$ cat src/logic/isaPkg.sv
`default_nettype none

package isaPkg;

  // Field widths of the MIPS-style encoding
  localparam int WORD_W   = 32;
  localparam int REG_W    = 5;
  localparam int OPCODE_W = 6;
  localparam int FUNCT_W  = 6;
  localparam int IMM_W    = 16;

  typedef logic [WORD_W-1:0] word;   // Data and instruction word
  typedef logic [REG_W-1:0]  regIdx; // Register number

  // Primary opcodes, instr[31:26]
  typedef enum logic [OPCODE_W-1:0] {
    opRType = 6'h00,
    opBeq   = 6'h04,
    opAddi  = 6'h08,
    opLw    = 6'h23,
    opSw    = 6'h2B,
    opHalt  = 6'h3F  // All ones, stops fetch
  } opcodeE;

  // R-type function codes, instr[5:0]
  typedef enum logic [FUNCT_W-1:0] {
    fnAdd = 6'h20,
    fnSub = 6'h22,
    fnAnd = 6'h24,
    fnOr  = 6'h25,
    fnSlt = 6'h2A
  } functE;

endpackage

`default_nettype wire
$ cat src/logic/fetchStage.sv
`timescale 1ns/1ns
`default_nettype none

module fetchStage #(
  parameter int IMEM_DEPTH = 64
) (
  input  wire logic        Clk,
  input  wire logic        rstN,
  input  wire logic        run,
  input  wire logic        stop,       // Halt seen in decode
  input  wire logic        redirect,   // Taken beq in EX/MEM
  input  isaPkg::word      redirectPc,
  input  wire logic        imemWe,
  input  isaPkg::word      imemAddr,   // Byte address
  input  isaPkg::word      imemData,
  output isaPkg::word      pc4,
  output isaPkg::word      instr,
  output logic             valid
);

  localparam int IMEM_AW = $clog2(IMEM_DEPTH);

  isaPkg::word imem [IMEM_DEPTH];
  isaPkg::word pc;
  isaPkg::word pcPlus4;

  assign pcPlus4 = pc + 32'd4;

  // Host load port, word aligned
  always_ff @(posedge Clk) begin
    if (imemWe) imem[imemAddr[IMEM_AW+1:2]] <= imemData;
  end

  // PC and IF/ID register
  always_ff @(posedge Clk or negedge rstN) begin
    if (!rstN) begin
      pc    <= '0;
      pc4   <= '0;
      instr <= '0;
      valid <= 1'b0;
    end else if (run && !stop) begin
      pc4   <= pcPlus4;
      instr <= imem[pc[IMEM_AW+1:2]];
      valid <= 1'b1;
      pc    <= redirect ? redirectPc : pcPlus4; // Branch resolved in MEM
    end else begin
      instr <= '0;   // Bubble, PC holds
      valid <= 1'b0;
    end
  end

  // Host must finish loading before the core runs
  aLoadIdle : assert property (@(posedge Clk) disable iff (!rstN) run |-> !imemWe);

endmodule

`default_nettype wire

$ cat config.mk
export PLATFORM = sky130hd
export DESIGN_NAME = fetchStage
export DESIGN_NICKNAME = d
export VERILOG_FILES = /design/src/logic/isaPkg.sv /design/src/logic/fetchStage.sv
export SDC_FILE = /design/constraint.sdc
export NUM_CORES = 2
export LEC_CHECK = 0
export BUFFER_PORTS_ARGS = -buffer_cell sky130_fd_sc_hd__clkbuf_2
export CAP_MARGIN = 10
export CORE_ASPECT_RATIO = 1.5
export CORE_MARGIN = 3
export CORE_UTILIZATION = 60
export DETAILED_ROUTE_END_ITERATION = 8
export PLACE_DENSITY_LB_ADDON = 0.3
export SLEW_MARGIN = 25
export SYNTH_ARGS = -nofsm -noshare
export SYNTH_HDL_FRONTEND = slang
export SYNTH_SLANG_ARGS = --single-unit
$ cat constraint.sdc
create_clock -name Clk -period 6.4 [get_ports Clk]
set_input_delay 1.28 -clock Clk [delete_from_list [all_inputs] [get_ports Clk]]
set_output_delay 1.28 -clock Clk [all_outputs]
set_load 0.02 [all_outputs]
**Word level (Yosys, flattened, before mapping)**

Memories as Yosys holds them, arrays and structs flattened.
Cells that the tools add are included.

- Multiplexer cells: 5
- Reductions and logical operators: 2
- $add $sub $neg: 1

Operator list:

| cell | count |
|---|---|
| $mux W32 | 2 |
| $add A32 B3 Y32 const B | 1 |
| $mux W1 | 3 |
| $logic_and A1 B1 Y1 | 1 |
| $logic_not A1 Y1 | 1 |

- Register bits: 97
- Output and inout port bits: 65
- Input bits: 102
- Word-level logic and storage cells: 13
- Memories kept: 1
- Bits in writable memories: 2048

Memories:

| memory | words | width | read ports | clocked after memory_dff | write ports | RTL line | RTL |
|---|---|---|---|---|---|---|---|
| imem | 64 | 32 | 1 | 0 | 1 | fetchStage.sv:23 | `isaPkg::word imem [IMEM_DEPTH];` |

**Depth between registers and ports, before layout**

- Depth after elaboration: 3
- Mapped depth: 10
- Mapped depth without buffers: 6

**Worst setup path after synthesis**

OpenSTA, ideal clock, no wires.

- Path type: input to register
- Start: input port imemAddr[5]
- End: memory imem[48][0] in the netlist's numbering (enable)
- Library setup time: 461 ps
- Data arrival time: 4005 ps
- Slack: 1934 ps
- Stages: 4
- Data required time: 5939 ps
- Path buffers: 1
- Path through: clkbuf_1 nor2b_1 nand4b_1 nor3_1

RTL lines:

| what | RTL line | RTL |
|---|---|---|
| from (decl) | fetchStage.sv:14 | `input isaPkg::word imemAddr,` |
| to (decl) | fetchStage.sv:23 |  |

No word-level cell before the write port.

**Worst setup path in the final report**

- Start: register pc[2]
- End: register instr[14]

- Cells in the longest elaborated chain, start to end: 2

RTL lines:

| what | RTL line | RTL |
|---|---|---|
| from (decl) | fetchStage.sv:24 | `isaPkg::word pc;` |
| from (signal assigned) | fetchStage.sv:45 | `pc <= redirect ? redirectPc : pcPlus4;` |
| $mem_v2 Z64 W32 | -- |  |
| $mux W32 | fetchStage.sv:41 | `end else if (run && !stop) begin` |
| to (signal assigned) | fetchStage.sv:43 | `instr <= imem[pc[IMEM_AW+1:2]];` |
| to (decl) | fetchStage.sv:17 | `output isaPkg::word instr,` |

No other way between the ends.
A chain may end at the register's enable or synchronous reset.

==> flow_metrics.env <==
export IMPL_p_seq_frac=0.515
export IMPL_io_pins=167
export IMPL_portBuffers=140
export IMPL_fp_dieArea_mm2=0.142
export IMPL_slew_violations=0
export IMPL_clkTransAtPathRegs_ns=0.07
export IMPL_yosysUniqueCellTypes=63
export IMPL_drc=0
export IMPL_arrival_ns=4.40
export IMPL_synth_net_count=3895
export IMPL_wl_um=191000
export IMPL_synthArstFlopShare=0.0452
export IMPL_fin_nets=4122
export IMPL_power_total_w=0.0306
export IMPL_syn_mean_instance_area_um2=21.8
export IMPL_critPathRequiredTime_ns=7.01
export IMPL_layout_common_cells="edfxtp_1 (2,048), mux4_2 (499), clkbuf_16 (182)"
export IMPL_reg2reg_depth=6
export IMPL_routedWlPerCell_um=32.2
export IMPL_setup_tns_ns=0
export IMPL_grt_max_degree=121
export IMPL_cts_hold_buf=0
export IMPL_clkLatencyLatePin_ns=0.82
export IMPL_crit_cells=6
export IMPL_fp_dieW_um=309
export IMPL_dpl_hpwl_um=108000
export IMPL_worst_slack_ns=2.61
export IMPL_powerDensity_mw_per_mm2=332
export IMPL_critical_path_max_fanout=64
export IMPL_antenna_found_initial=16
export IMPL_drv_cap=0
export IMPL_swShare=0.238
export IMPL_dpl_worst_slack_ns=2.27
export IMPL_intPower_w=0.0233
export IMPL_start_util=0.604
export IMPL_slew_headroom=0.277
export IMPL_num_vias=39800
export IMPL_dr_pass1_iters=5
export IMPL_overflow=0
export IMPL_track_usage=0.276
export IMPL_rrSetupSlack_ns=2.61
export IMPL_drtAntennaViolNets=0
export IMPL_end_kind="flip-flop"
export IMPL_crit_buf_inv=1
export IMPL_post_cts_buffers=0
export IMPL_cts_tree="done"
export IMPL_setup_viol=0
export IMPL_worstSetupStartpointType="flip-flop"
export IMPL_routed_via_density=6.71
export IMPL_hp_class="reg -> reg"
export IMPL_whs_endpoint="pc4[23]"
export IMPL_yosysSeqAreaShare=0.774
export IMPL_fp_dieH_um=460
export IMPL_grt_first_pass_wirelength_um=280000
export IMPL_final_common_cell="edfxtp_1"
export IMPL_cts_buffers=179
export IMPL_grt_pass1_vias=41100
export IMPL_synthCells=3792
export IMPL_path_class="reg -> reg"
export IMPL_cts_resized=0
export IMPL_whs_path_depth=2
export IMPL_rows=166
export IMPL_max_freq_ghz=0.264
export IMPL_cp_cell_sequence="buf_12 -> mux4_2 -> mux2i_1 -> nor2_1 -> a2111oi_1 -> o31ai_1"
export IMPL_cp_top_family="flip-flops"
export IMPL_clkPwrFrac=0.356
export IMPL_p_leak_nw=29.3
export IMPL_synth_seq_cells=2145
export IMPL_synthFlopType="edfxtp_1"
export IMPL_slowest_stage="dfrtp_4"
export IMPL_core_area_mm2=0.137
export IMPL_syn_cell_area_mm2=0.0826
export IMPL_clock_root_buffer="clkbuf_16"
export IMPL_outcome="complete, no violations"
export IMPL_htreeDepth=4
export IMPL_switchingPower_w=0.00728
export IMPL_drt_iter0_markers=4930
export IMPL_min_from="pc4[23]"
export IMPL_final_setup_skew_ns=0.0292
export IMPL_vdd_ir_drop_max_uv=240
export IMPL_cts_sinks=2145
export IMPL_yosys_warnings=0
export IMPL_rsz0062_at_grt="no"
export IMPL_rr_endpoint="instr[14]"
export IMPL_cts_buffer_depth=3
export IMPL_tightestPinTransition_ns=1.08
export IMPL_hold_violations=0
export IMPL_r2r_start="pc[2]"
export IMPL_synthToLayoutAreaGrowth_pct=11.4
export IMPL_drive_gt1_frac=0.278
export IMPL_hold_ws_ns=0.476
export IMPL_gp_congestion=0.822
export IMPL_fin_crit_ns=3.79
export IMPL_synth_edf_count=2048
export IMPL_fin_crit_sh=0.592
export IMPL_combPwrFrac=0.129
export IMPL_cpPeakStageDelay_ns=1.15
-- cells by family after synthesis --
family                   Yosys count  share of synthesized area
multiplexers                     709                      0.162
AND/OR/NAND/NOR                  359                     0.0201
AO/OA/AOI/OAI                    318                     0.0274
adder cells (fa/ha/maj)            1                   0.000151
XOR/XNOR                          28                    0.00297
flip-flops                      2145                      0.774
buffers and inverters            232                     0.0134
-- per-stage QoR --
step	cell area (um^2)	util	instances
2_1_floorplan	82600	-	3792
3_3_place_gp	86000	0.629	5596
3_5_place_dp	86200	0.631	5602
4_1_cts	92000	0.673	5929
5_1_grt	92000	0.674	5932
6_report	92100	0.674	5938
-- layer usage --
metal,global-route usage,up-vias,share of wire
met5,0,-,0.00028
met4,0.0930,8,0.033
met3,0.0490,357,0.082
met2,0.475,2071,0.53
met1,0.360,21000,0.36
li1,-,16400,-
-- power by group through the flow --
stage	Clock (W)	Sequential [W]	Combinational, W
final	0.0109	0.0158	0.00394
after global routing	0.0115	0.0158	0.00418
after CTS	0.0110	0.0158	0.00397
after detailed placement	0	0.0161	0.00394
after global placement	0	0.0161	0.00389
after floorplan	0	0.0160	0.00262
-- worst register-to-register path, stage by stage (launching register included) --
cell and delay [ns]:
dfrtp_4 1.15, buf_12 0.49, mux4_2 0.66, mux2i_1 0.15, nor2_1 0.09, a2111oi_1 0.78, o31ai_1 0.27
-- sequential cells by signal, summed over array words and instances, names as in the netlist --
signal and flops:
imem 2048, instr 32, pc 32, pc4 32, valid 1
-- synth_stat cells (22+ instances only) --
master | count | share of area
nand3_1 | 28 | 0.0017
a2111oi_0 | 23 | 0.0024
dfrtp_1 | 97 | 0.029
o2bb2ai_1 | 25 | 0.0027
nor2_1 | 122 | 0.0055
clkbuf_1 | 106 | 0.0048
edfxtp_1 | 2048 | 0.74
o22ai_1 | 45 | 0.0034
nand2_1 | 123 | 0.0056
buf_2 | 52 | 0.0032
o221ai_1 | 22 | 0.0023
buf_1 | 22 | 0.0010
mux4_2 | 499 | 0.14
o21ai_0 | 67 | 0.0041
mux2_2 | 42 | 0.0057
buf_4 | 39 | 0.0035
mux2i_1 | 168 | 0.020
-- cell type report --
class / instances / area [um^2]
Multi-Input combinational cell: 1415 / 18100
Sequential cell: 2145 / 63900
Antenna cell: 9 / 22.5
Timing Repair Buffer: 269 / 1970
Fill cell: 8194 / 44600
Tap cell: 1764 / 2210
Inverter: 9 / 35.0
Clock buffer: 216 / 4710
Clock inverter: 111 / 1110
-- worst max path at each step --
stage | start | endpoint | slack, ns
global placement | imemWe | imem[22][16] | 2.32
CTS | pc[2] | instr[14] | 2.34
global route | pc[2] | instr[14] | 2.46
floorplan | imemAddr[5] | imem[48][0] | 1.93
finish | pc[2] | instr[14] | 2.61
detailed placement | imemWe | imem[22][16] | 2.27
No activity file was read; power rests on OpenSTA's default activity.
