**src/logic/pipePkg.sv**
```systemverilog
`default_nettype none

package pipePkg;

  // ALU operations selected by decode
  typedef enum logic [2:0] {
    aluAdd = 3'd0,
    aluSub = 3'd1,
    aluAnd = 3'd2,
    aluOr  = 3'd3,
    aluSlt = 3'd4  // Signed compare
  } aluOpE;

  // Control bundle that follows an instruction down the pipe
  typedef struct packed {
    logic  aluSrc;   // 1 selects the immediate as operand B
    logic  regDst;   // 1 writes rd, 0 writes rt
    logic  memRead;
    logic  memWrite;
    logic  memToReg; // 1 writes back load data
    logic  regWrite;
    logic  branch;
    logic  halt;
    aluOpE aluOp;
  } ctrlS;

  localparam ctrlS CTRL_BUBBLE = '0; // No side effects anywhere

endpackage

`default_nettype wire

```
**src/logic/isaPkg.sv**
```systemverilog
`default_nettype none

package isaPkg;

  // Field widths of the MIPS-style encoding
  localparam int WORD_W   = 32;
  localparam int REG_W    = 5;
  localparam int OPCODE_W = 6;
  localparam int FUNCT_W  = 6;
  localparam int IMM_W    = 16;

  typedef logic [WORD_W-1:0] word;   // Data and instruction word
  typedef logic [REG_W-1:0]  regIdx; // Register number

  // Primary opcodes, instr[31:26]
  typedef enum logic [OPCODE_W-1:0] {
    opRType = 6'h00,
    opBeq   = 6'h04,
    opAddi  = 6'h08,
    opLw    = 6'h23,
    opSw    = 6'h2B,
    opHalt  = 6'h3F  // All ones, stops fetch
  } opcodeE;

  // R-type function codes, instr[5:0]
  typedef enum logic [FUNCT_W-1:0] {
    fnAdd = 6'h20,
    fnSub = 6'h22,
    fnAnd = 6'h24,
    fnOr  = 6'h25,
    fnSlt = 6'h2A
  } functE;

endpackage

`default_nettype wire
```
**src/logic/stageIf.sv**
```systemverilog
`timescale 1ns/1ns
`default_nettype none

// Decode to execute
interface idExIf;
  pipePkg::ctrlS ctrl;
  isaPkg::word   rsData;
  isaPkg::word   rtData;
  isaPkg::word   imm;    // Already sign extended
  isaPkg::word   pc4;
  isaPkg::regIdx rtIdx;
  isaPkg::regIdx rdIdx;
  modport source (output ctrl, rsData, rtData, imm, pc4, rtIdx, rdIdx);
  modport sink   (input  ctrl, rsData, rtData, imm, pc4, rtIdx, rdIdx);
endinterface


// Memory to writeback, read back by decode for the register file
interface memWbIf;
  logic          regWrite;
  isaPkg::regIdx writeReg;
  isaPkg::word   writeData;
  logic          halt;
  modport source (output regWrite, writeReg, writeData, halt);
  modport sink   (input  regWrite, writeReg, writeData, halt);
endinterface

`default_nettype wire

```
**src/logic/decodeStage.sv**
```systemverilog
`timescale 1ns/1ns
`default_nettype none

module decodeStage (
  input  wire logic     Clk,
  input  wire logic     rstN,
  input  isaPkg::word   pc4,
  input  isaPkg::word   instr,
  input  wire logic     valid,
  output logic          stop,
  input  isaPkg::regIdx dbgIdx,
  output isaPkg::word   dbgData,
  idExIf.source         idEx,
  memWbIf.sink          memWb
);

  isaPkg::opcodeE opcode;
  isaPkg::functE  funct;
  isaPkg::regIdx  rsIdx;
  isaPkg::regIdx  rtIdx;
  isaPkg::regIdx  rdIdx;
  isaPkg::word    immExt;
  isaPkg::word    rsData;
  isaPkg::word    rtData;
  pipePkg::ctrlS  ctrl;
  logic           haltSeen;

  // Field split
  assign opcode = isaPkg::opcodeE'(instr[isaPkg::WORD_W-1 -: isaPkg::OPCODE_W]);
  assign funct  = isaPkg::functE'(instr[isaPkg::FUNCT_W-1:0]);
  assign rsIdx  = instr[25 -: isaPkg::REG_W];
  assign rtIdx  = instr[20 -: isaPkg::REG_W];
  assign rdIdx  = instr[15 -: isaPkg::REG_W];
  assign immExt = {{(isaPkg::WORD_W-isaPkg::IMM_W){instr[isaPkg::IMM_W-1]}},
                   instr[isaPkg::IMM_W-1:0]};

  registerFile uRegs (
    .Clk(Clk), .rstN(rstN),
    .we(memWb.regWrite), .wIdx(memWb.writeReg), .wData(memWb.writeData),
    .rsIdx(rsIdx), .rsData(rsData), .rtIdx(rtIdx), .rtData(rtData),
    .dbgIdx(dbgIdx), .dbgData(dbgData)
  );

  // Controller
  always_comb begin
    ctrl = pipePkg::CTRL_BUBBLE; // Unknown encodings fall out as bubbles
    if (valid) begin
      case (opcode)
        isaPkg::opRType: begin
          ctrl.regDst   = 1'b1;
          ctrl.regWrite = 1'b1;
          case (funct)
            isaPkg::fnAdd: ctrl.aluOp = pipePkg::aluAdd;
            isaPkg::fnSub: ctrl.aluOp = pipePkg::aluSub;
            isaPkg::fnAnd: ctrl.aluOp = pipePkg::aluAnd;
            isaPkg::fnOr:  ctrl.aluOp = pipePkg::aluOr;
            isaPkg::fnSlt: ctrl.aluOp = pipePkg::aluSlt;
            default:       ctrl = pipePkg::CTRL_BUBBLE;
          endcase
        end
        isaPkg::opAddi: {ctrl.aluSrc, ctrl.regWrite} = 2'b11;
        isaPkg::opLw:   {ctrl.aluSrc, ctrl.memRead, ctrl.memToReg, ctrl.regWrite} = 4'hF;
        isaPkg::opSw:   {ctrl.aluSrc, ctrl.memWrite} = 2'b11;
        isaPkg::opBeq: begin
          ctrl.branch = 1'b1;
          ctrl.aluOp  = pipePkg::aluSub; // Zero flag means equal
        end
        isaPkg::opHalt: ctrl.halt = 1'b1;
        default: ;
      endcase
    end
  end

  // Sticky halt so fetch stays frozen after the halt moves on
  always_ff @(posedge Clk or negedge rstN) begin
    if (!rstN)          haltSeen <= 1'b0;
    else if (ctrl.halt) haltSeen <= 1'b1;
  end
  assign stop = haltSeen | ctrl.halt;

  // ID/EX register, control part
  always_ff @(posedge Clk or negedge rstN) begin
    if (!rstN) idEx.ctrl <= pipePkg::CTRL_BUBBLE;
    else       idEx.ctrl <= ctrl;
  end

  // ID/EX register, payload part
  always_ff @(posedge Clk) begin
    idEx.rsData <= rsData;
    idEx.rtData <= rtData;
    idEx.imm    <= immExt;
    idEx.pc4    <= pc4;
    idEx.rtIdx  <= rtIdx;
    idEx.rdIdx  <= rdIdx;
  end

endmodule

`default_nettype wire

```
**src/logic/registerFile.sv**
```systemverilog
`timescale 1ns/1ns
`default_nettype none

module registerFile (
  input  wire logic    Clk,
  input  wire logic    rstN,
  input  wire logic    we,
  input  isaPkg::regIdx wIdx,
  input  isaPkg::word  wData,
  input  isaPkg::regIdx rsIdx,
  output isaPkg::word  rsData,
  input  isaPkg::regIdx rtIdx,
  output isaPkg::word  rtData,
  input  isaPkg::regIdx dbgIdx,
  output isaPkg::word  dbgData
);

  isaPkg::word regs [32];
  logic        wEn;

  assign wEn = we && (wIdx != '0); // r0 is never written

  always_ff @(posedge Clk or negedge rstN) begin
    if (!rstN) begin
      for (int i = 0; i < 32; i++) regs[i] <= '0;
    end else if (wEn) begin
      regs[wIdx] <= wData;
    end
  end

  // Write-through so decode sees the value retiring this cycle
  assign rsData  = (wEn && wIdx == rsIdx) ? wData : regs[rsIdx];
  assign rtData  = (wEn && wIdx == rtIdx) ? wData : regs[rtIdx];
  assign dbgData = regs[dbgIdx];

  // r0 stays zero through every write from writeback
  aZeroReg : assert property (@(posedge Clk) disable iff (!rstN)
    (rsIdx != '0 || rsData == '0) && (rtIdx != '0 || rtData == '0) &&
    (dbgIdx != '0 || dbgData == '0));

endmodule

`default_nettype wire

```
**src/flat_wrapper.sv**
```systemverilog
// flat-port wrapper written by rule: the top's interface ports become plain ports
module decodeStage_flat 
  (Clk, rstN, pc4, instr, valid, stop, dbgIdx, dbgData, idEx_ctrl, idEx_rsData, idEx_rtData, idEx_imm, idEx_pc4, idEx_rtIdx, idEx_rdIdx, memWb_regWrite, memWb_writeReg, memWb_writeData, memWb_halt);
  idExIf idEx_i ();
  memWbIf memWb_i ();
  input  wire logic Clk;
  input  wire logic rstN;
  input  isaPkg::word pc4;
  input  isaPkg::word instr;
  input  wire logic valid;
  output logic stop;
  input  isaPkg::regIdx dbgIdx;
  output isaPkg::word dbgData;
  output wire logic [$bits(idEx_i.ctrl)-1:0] idEx_ctrl;
  output wire logic [$bits(idEx_i.rsData)-1:0] idEx_rsData;
  output wire logic [$bits(idEx_i.rtData)-1:0] idEx_rtData;
  output wire logic [$bits(idEx_i.imm)-1:0] idEx_imm;
  output wire logic [$bits(idEx_i.pc4)-1:0] idEx_pc4;
  output wire logic [$bits(idEx_i.rtIdx)-1:0] idEx_rtIdx;
  output wire logic [$bits(idEx_i.rdIdx)-1:0] idEx_rdIdx;
  input wire logic [$bits(memWb_i.regWrite)-1:0] memWb_regWrite;
  input wire logic [$bits(memWb_i.writeReg)-1:0] memWb_writeReg;
  input wire logic [$bits(memWb_i.writeData)-1:0] memWb_writeData;
  input wire logic [$bits(memWb_i.halt)-1:0] memWb_halt;
  assign idEx_ctrl = idEx_i.ctrl;
  assign idEx_rsData = idEx_i.rsData;
  assign idEx_rtData = idEx_i.rtData;
  assign idEx_imm = idEx_i.imm;
  assign idEx_pc4 = idEx_i.pc4;
  assign idEx_rtIdx = idEx_i.rtIdx;
  assign idEx_rdIdx = idEx_i.rdIdx;
  assign memWb_i.regWrite = memWb_regWrite;
  assign memWb_i.writeReg = memWb_writeReg;
  assign memWb_i.writeData = memWb_writeData;
  assign memWb_i.halt = memWb_halt;
  decodeStage u_core (.Clk(Clk), .rstN(rstN), .pc4(pc4), .instr(instr), .valid(valid), .stop(stop), .dbgIdx(dbgIdx), .dbgData(dbgData), .idEx(idEx_i), .memWb(memWb_i));
endmodule
```
**config.mk**
```make
export PLATFORM = sky130hd
export DESIGN_NAME = decodeStage_flat
export DESIGN_NICKNAME = d
export VERILOG_FILES = /design/src/logic/pipePkg.sv /design/src/logic/isaPkg.sv /design/src/logic/stageIf.sv /design/src/logic/decodeStage.sv /design/src/logic/registerFile.sv /design/src/flat_wrapper.sv
export SDC_FILE = /design/constraint.sdc
export NUM_CORES = 2
export LEC_CHECK = 0
export BUFFER_PORTS_ARGS = -buffer_cell sky130_fd_sc_hd__clkbuf_2
export CAP_MARGIN = 20
export CORE_ASPECT_RATIO = 1.2
export CORE_MARGIN = 3
export CORE_UTILIZATION = 55
export CTS_BUF_LIST = sky130_fd_sc_hd__clkbuf_8
export DETAILED_ROUTE_END_ITERATION = 10
export PLACE_DENSITY = 0.72
export SLEW_MARGIN = 0
export SYNTH_ARGS = -nofsm -noshare
export SYNTH_HDL_FRONTEND = slang
export SYNTH_SLANG_ARGS = --single-unit
```
**constraint.sdc**
```tcl
create_clock -name Clk -period 3.4 [get_ports Clk]
set_input_delay 0.51 -clock Clk [delete_from_list [all_inputs] [get_ports Clk]]
set_output_delay 0.51 -clock Clk [all_outputs]
set_load 0.005 [all_outputs]
```
Word-level counts from Yosys, hierarchy flattened

Index checks and enable logic that the tools add are counted.

$lt $le $gt $ge: 5
Equality and inequality tests: 12
Multiplexer cells: 26
Bitwise operators: 5
Reductions and logical operators: 9

Operators with widths:

| operator             | number |
|---|---|
| $bwmux W1024         | 1 |
| $bmux W32 S5         | 3 |
| $mux W32             | 9 |
| $demux W32 S5        | 1 |
| $eq A6 B6 Y1 const B | 8 |
| $ge A6 B6 Y1 const B | 4 |
| $not A5 Y6           | 4 |
| $pmux W1 S2          | 7 |
| $pmux W3 S4          | 1 |
| $mux W11             | 1 |
| $eq A5 B5 Y1         | 2 |
| $mux W7              | 1 |
| $eq A6 B3 Y1 const B | 1 |
| $eq A6 B4 Y1 const B | 1 |
| $logic_not A6 Y1     | 1 |
| $lt A6 B1 Y1 const B | 1 |
| $pmux W3 S2          | 1 |
| $reduce_bool A5 Y1   | 1 |
| $reduce_or A5 Y1     | 1 |
| $logic_and A1 B1 Y1  | 4 |
| $reduce_or A3 Y1     | 1 |
| $reduce_or A2 Y1     | 1 |
| $mux W1              | 1 |
| $or A1 B1 Y1         | 1 |

Register bits: 1158
Input port bits: 111
Output and inout port bits: 182

Longest topological paths before layout

Depth in word-level cells: 6
Depth in mapped cells: 8
Depth with buffers taken out: 5

Hierarchy

From an unflattened synthesis, not the netlist that was laid out.

Cell total of the unflattened synthesis: 4041
Area total of the unflattened synthesis: 64261.6 um^2

By module, submodules not included:

| module       | instances | cells an instance | area each (um^2) | sequential area each (um^2) |
|---|---|---|---|---|
| registerFile | 1         | 3857              | 61248.7          | 25624.6 |
| decodeStage  | 1         | 184               | 3012.9           | 2617.5 |

Least setup slack after synthesis

OpenSTA, ideal clock, no wires.

Path kind: in2out
Start: input port dbgIdx[1]
End: output port dbgData[0]
Arrival: 2.229 ns
Slack: 0.661 ns
Stages on the path: 5
Buffers on the path: 2
Cells stage by stage: clkbuf_1 clkbuf_1 mux4_2 mux4_2 mux2_2

Cells in the longest elaborated chain, start to end: 4

RTL lines:

| element                                      | RTL line           | text |
|---|---|---|
| start, declared                              | flat_wrapper.sv:12 | `input isaPkg::regIdx dbgIdx;` |
| $not A5 Y6 (implied by the code)             | registerFile.sv:34 | `assign dbgData = regs[dbgIdx];` |
| $bmux W32 S5                                 | registerFile.sv:34 |  |
| $mux W32 (implied by the code) (2 in series) | registerFile.sv:34 |  |
| end, declared                                | flat_wrapper.sv:13 | `output isaPkg::word dbgData;` |

No other way between the ends. The select of a mux whose other input is x is not followed.

Worst setup path after layout

Start: register u_core.uRegs.regs[398] (netlist name)
End: output port dbgData[14]

Cells in the longest elaborated chain, start to end: 3

RTL lines:

| element                                      | RTL line           | text |
|---|---|---|
| start, declared                              | registerFile.sv:18 | `isaPkg::word regs [32];` |
| start signal, assigned by index              | registerFile.sv:27 | `regs[wIdx] <= wData;` |
| $bmux W32 S5                                 | registerFile.sv:34 |  |
| $mux W32 (implied by the code) (2 in series) | registerFile.sv:34 |  |

No other way between the ends. The select of a mux whose other input is x is not followed.

==> results.py <==
metrics = {
    "outcome": {
        "status": "finished clean",
    },
    "floorplan": {
        "pin_count": 293,
        "core_area_um2": 115000,
        "fp.dieW_um": 318,
        "die_y_um": 381,
        "die-area_um2": 121000,
        "start_util_pct": 55.8,
        "rows": 136,
    },
    "drt": {
        "drc": 0,
        "wl_per_cell_um": 33.7,
        "vias": 43400,
        "wl_mm": 204,
        "viasPerCell": 7.18,
        "drtIter0Drc": 4941,
        "detail-route-antenna-nets": 0,
        "first_pass_iters": 5,
    },
    "sta": {
        "hold_slack_ns": 0.0987,
        "hold_viol": 0,
        "final-setup-viol-count": 0,
        "tns_ns": 0,
        "grt_setup_unrepaired": "false",
        "slew_violations": 0,
        "min_period_ns": 3.34,
        "tightest_slew_ns": 0.982,
        "fmax_mhz": 300,
        "max_slew_margin_pct": 34.0,
        "fin_skew_ns": 0.0290,
        "fin_crit_sh_pct": 98.2,
    },
    "setup_path": {
        "r2r_slack_ns": 1.55,
        "r2r-start": "u_core.uRegs.regs[367]",
        "critPathMostFrequentCell": "mux4_2",
        "crit_type": "flop to output port",
        "crit_fanout": 4,
        "r2r.worst_path.cells": 4,
        "cp-start-kind": "flop",
        "cpPeakStageDelay_ns": 0.52,
        "required_ns": 2.89,
        "crit_buf_inv": 1,
        "path_cells": "mux4_2, mux4_2, mux2_2, clkbuf_2",
        "crit_arrival_ns": 2.83,
        "worstReg2RegEnd": "u_core.idEx.rsData[15]",
        "cpLargestDelayFamily": "multiplexers",
        "crit_path_top_delay_cell": "mux4_2",
        "crit_path_end_kind": "output port",
    },
    "power_and_ir_drop": {
        "powerDensity_nw_per_um2": 554,
        "irDropWorstVdd_mv": 0.382,
        "switching_share_pct": 28.4,
        "power.internal_uw": 29000,
        "power_frac_clock_pct": 31.5,
        "comb_power_share_pct": 23.0,
        "p_leak_uw": 0.0312,
        "switching_power_uw": 11500,
        "seqPwrFrac_pct": 45.5,
    },
    "hold_path": {
        "hold_class": "input pin to flop",
        "min_to": "u_core.idEx.ctrl[10]",
        "min_from": "instr[30]",
        "hold_path_depth": 4,
    },
    "clock_network": {
        "clkSinkCount": 1152,
        "cts_max_level": 4,
        "worstSkewPairLatency_ns": 0.93,
        "clk_path_buf_depth": 3,
        "clk_pin_slew_ns": 0.06,
        "cts-root-buf": "clkbuf_8",
        "cts_buffers": 183,
        "cts_repair_resize_count": 0,
        "cts_tree": "built",
    },
    "synth": {
        "synth_common_cells": "dfrtp_1, mux2_2, mux4_2",
        "synth_flop_cell": "dfrtp_1",
        "yosysTopAreaCellShare_pct": 40.3,
        "ys_async_sr_fraction_pct": 89.8,
        "synth-edff-count": 0,
        "synth_cell_types": 47,
        "synth-seq-cells": 1152,
        "ys_seq_area_share_pct": 43.9,
        "ys_warn_count": 0,
        "yosysMostFrequentCell": "dfrtp_1",
        "synth_area_per_cell_um2": 15.7,
        "post-synth-top-area-cell": "dfrtp_1",
        "synthTopCellsByArea": "dfrtp_1, mux4_2, mux2_2",
        "syn_nets": 4208,
        "syn_area_um2": 64300,
        "synthCells": 4097,
    },
    "placement": {
        "io_buffers": 291,
        "dp_cells": 5625,
        "gp_congestion": 0.854,
        "place_area_um2": 68500,
        "dp_hpwl_mm": 122,
    },
    "final_layout": {
        "area_growth_syn_to_layout_pct": 13.6,
        "fin_util_pct": 63.3,
        "stdcell_area_um2": 73100,
        "drive_above_1_share_pct": 59.9,
        "layoutNonFillerInstCount": 6040,
        "nets": 4470,
    },
    "grt": {
        "grt_max_degree": 99,
        "grt_pass1_vias": 45000,
        "gr-total-overflow": 0,
        "track_usage_pct": 33.8,
        "grt_pass1_wl_mm": 301,
        "antenna_found_initial": 17,
    },
    "run": {
        "maxCapViolCount": 0,
    },
}
-- worst max path at each step --
| stage | from | end | slack, ns | depth (start not counted) |
|---|---|---|---|---|
| after global routing | u_core.uRegs.regs[462] | dbgData[14] | 0.01 | 4 |
| after CTS | u_core.uRegs.regs[28] | dbgData[28] | 0.002 | 4 |
| after global placement | dbgIdx[0] | dbgData[27] | 0.24 | 7 |
| after detailed placement | dbgIdx[0] | dbgData[27] | 0.23 | 7 |
| after floorplan | dbgIdx[1] | dbgData[0] | 0.66 | 5 |
| final | u_core.uRegs.regs[398] | dbgData[14] | 0.06 | 4 |
-- registers in the layout, summed over array words and instances, names as in the netlist --
name / cells
u_core.idEx.rtData: 32
u_core.idEx.ctrl: 10
u_core.idEx.rsData: 32
u_core.uRegs.regs: 1024
u_core.idEx.pc4: 32
u_core.idEx.imm: 16
u_core.idEx.rtIdx: 5
u_core.haltSeen: 1
-- per-layer routing --
metal | share of wire [%] | vias to the layer above | GRT usage, %
li1 | - | 17000 | -
met1 | 35 | 22900 | 43.0
met2 | 47 | 2733 | 52.7
met3 | 11 | 706 | 9.56
met4 | 6.4 | 12 | 19.0
met5 | 0.035 | - | 0
-- cells in the final DEF (no fill, tap or decap), types with 56 or more instances in the layout --
master,netlist,layout
o22ai_1,250,250
dfxtp_1,117,117
buf_4,85,138
mux4_2,830,830
nand2_1,90,71
o21ai_0,56,56
buf_12,0,91
clkbuf_2,0,281
inv_1,4,69
mux2_2,1024,1024
dlygate4sd3_1,0,65
or4_1,62,62
clkbuf_8,0,237
dfrtp_1,1035,1035
-- metrics by stage --
stage / total power, uW / worst slack (ns)
after global routing: 42100 / 0.0127
after CTS: 40600 / 0.00244
final: 40500 / 0.0617
after detailed placement: 27800 / 0.228
after floorplan: 24900 / 0.661
after global placement: 27300 / 0.241
-- worst min-delay path, cell delays in order --
cell and delay (ns):
clkbuf_2 0.09, nand2b_1 0.18, nor2_1 0.07, a21boi_0 0.12
-- cell families (layout without fill, tap and decap cells) --
kind of cell	after synthesis	count (layout)	synth area share (%)
AOI/OAI and AO/OA	328	328	3.09
other	0	7	0
DFF	1152	1152	43.9
xor gates and xnor gates	10	10	0.136
muxes	1862	1862	47.1
buffers and inverters	513	931	3.80
and+or+nand+nor	232	232	1.97
-- what timing repair did --
action / CTS / global route
setup endpoints to repair: 0 / 0
buffers inserted: 0 / 0
endpoints found under the hold margin: 449 / 0
hold buffers: 65 / 0
-- layout make-up --
cell class	count	area (um2)
fill	8402	42300
multi-input combinational	2432	33900
sequential	1152	28200
timing repair buffer	586	5050
clock buffer	237	3260
tap	1518	1900
clock inverter	104	668
antenna	7	17.5
inverter	4	15.0
-- power groups by stage --
stage	logic (uW)	clock network, uW	registers, uW
3_3_place_gp	9040	0	18300
4_1_cts	9330	12900	18300
6_report	9320	12700	18400
2_1_floorplan	7000	0	17900
3_5_place_dp	9240	0	18600
5_1_grt	9880	13500	18700
(Power assumes the default switching activity.)
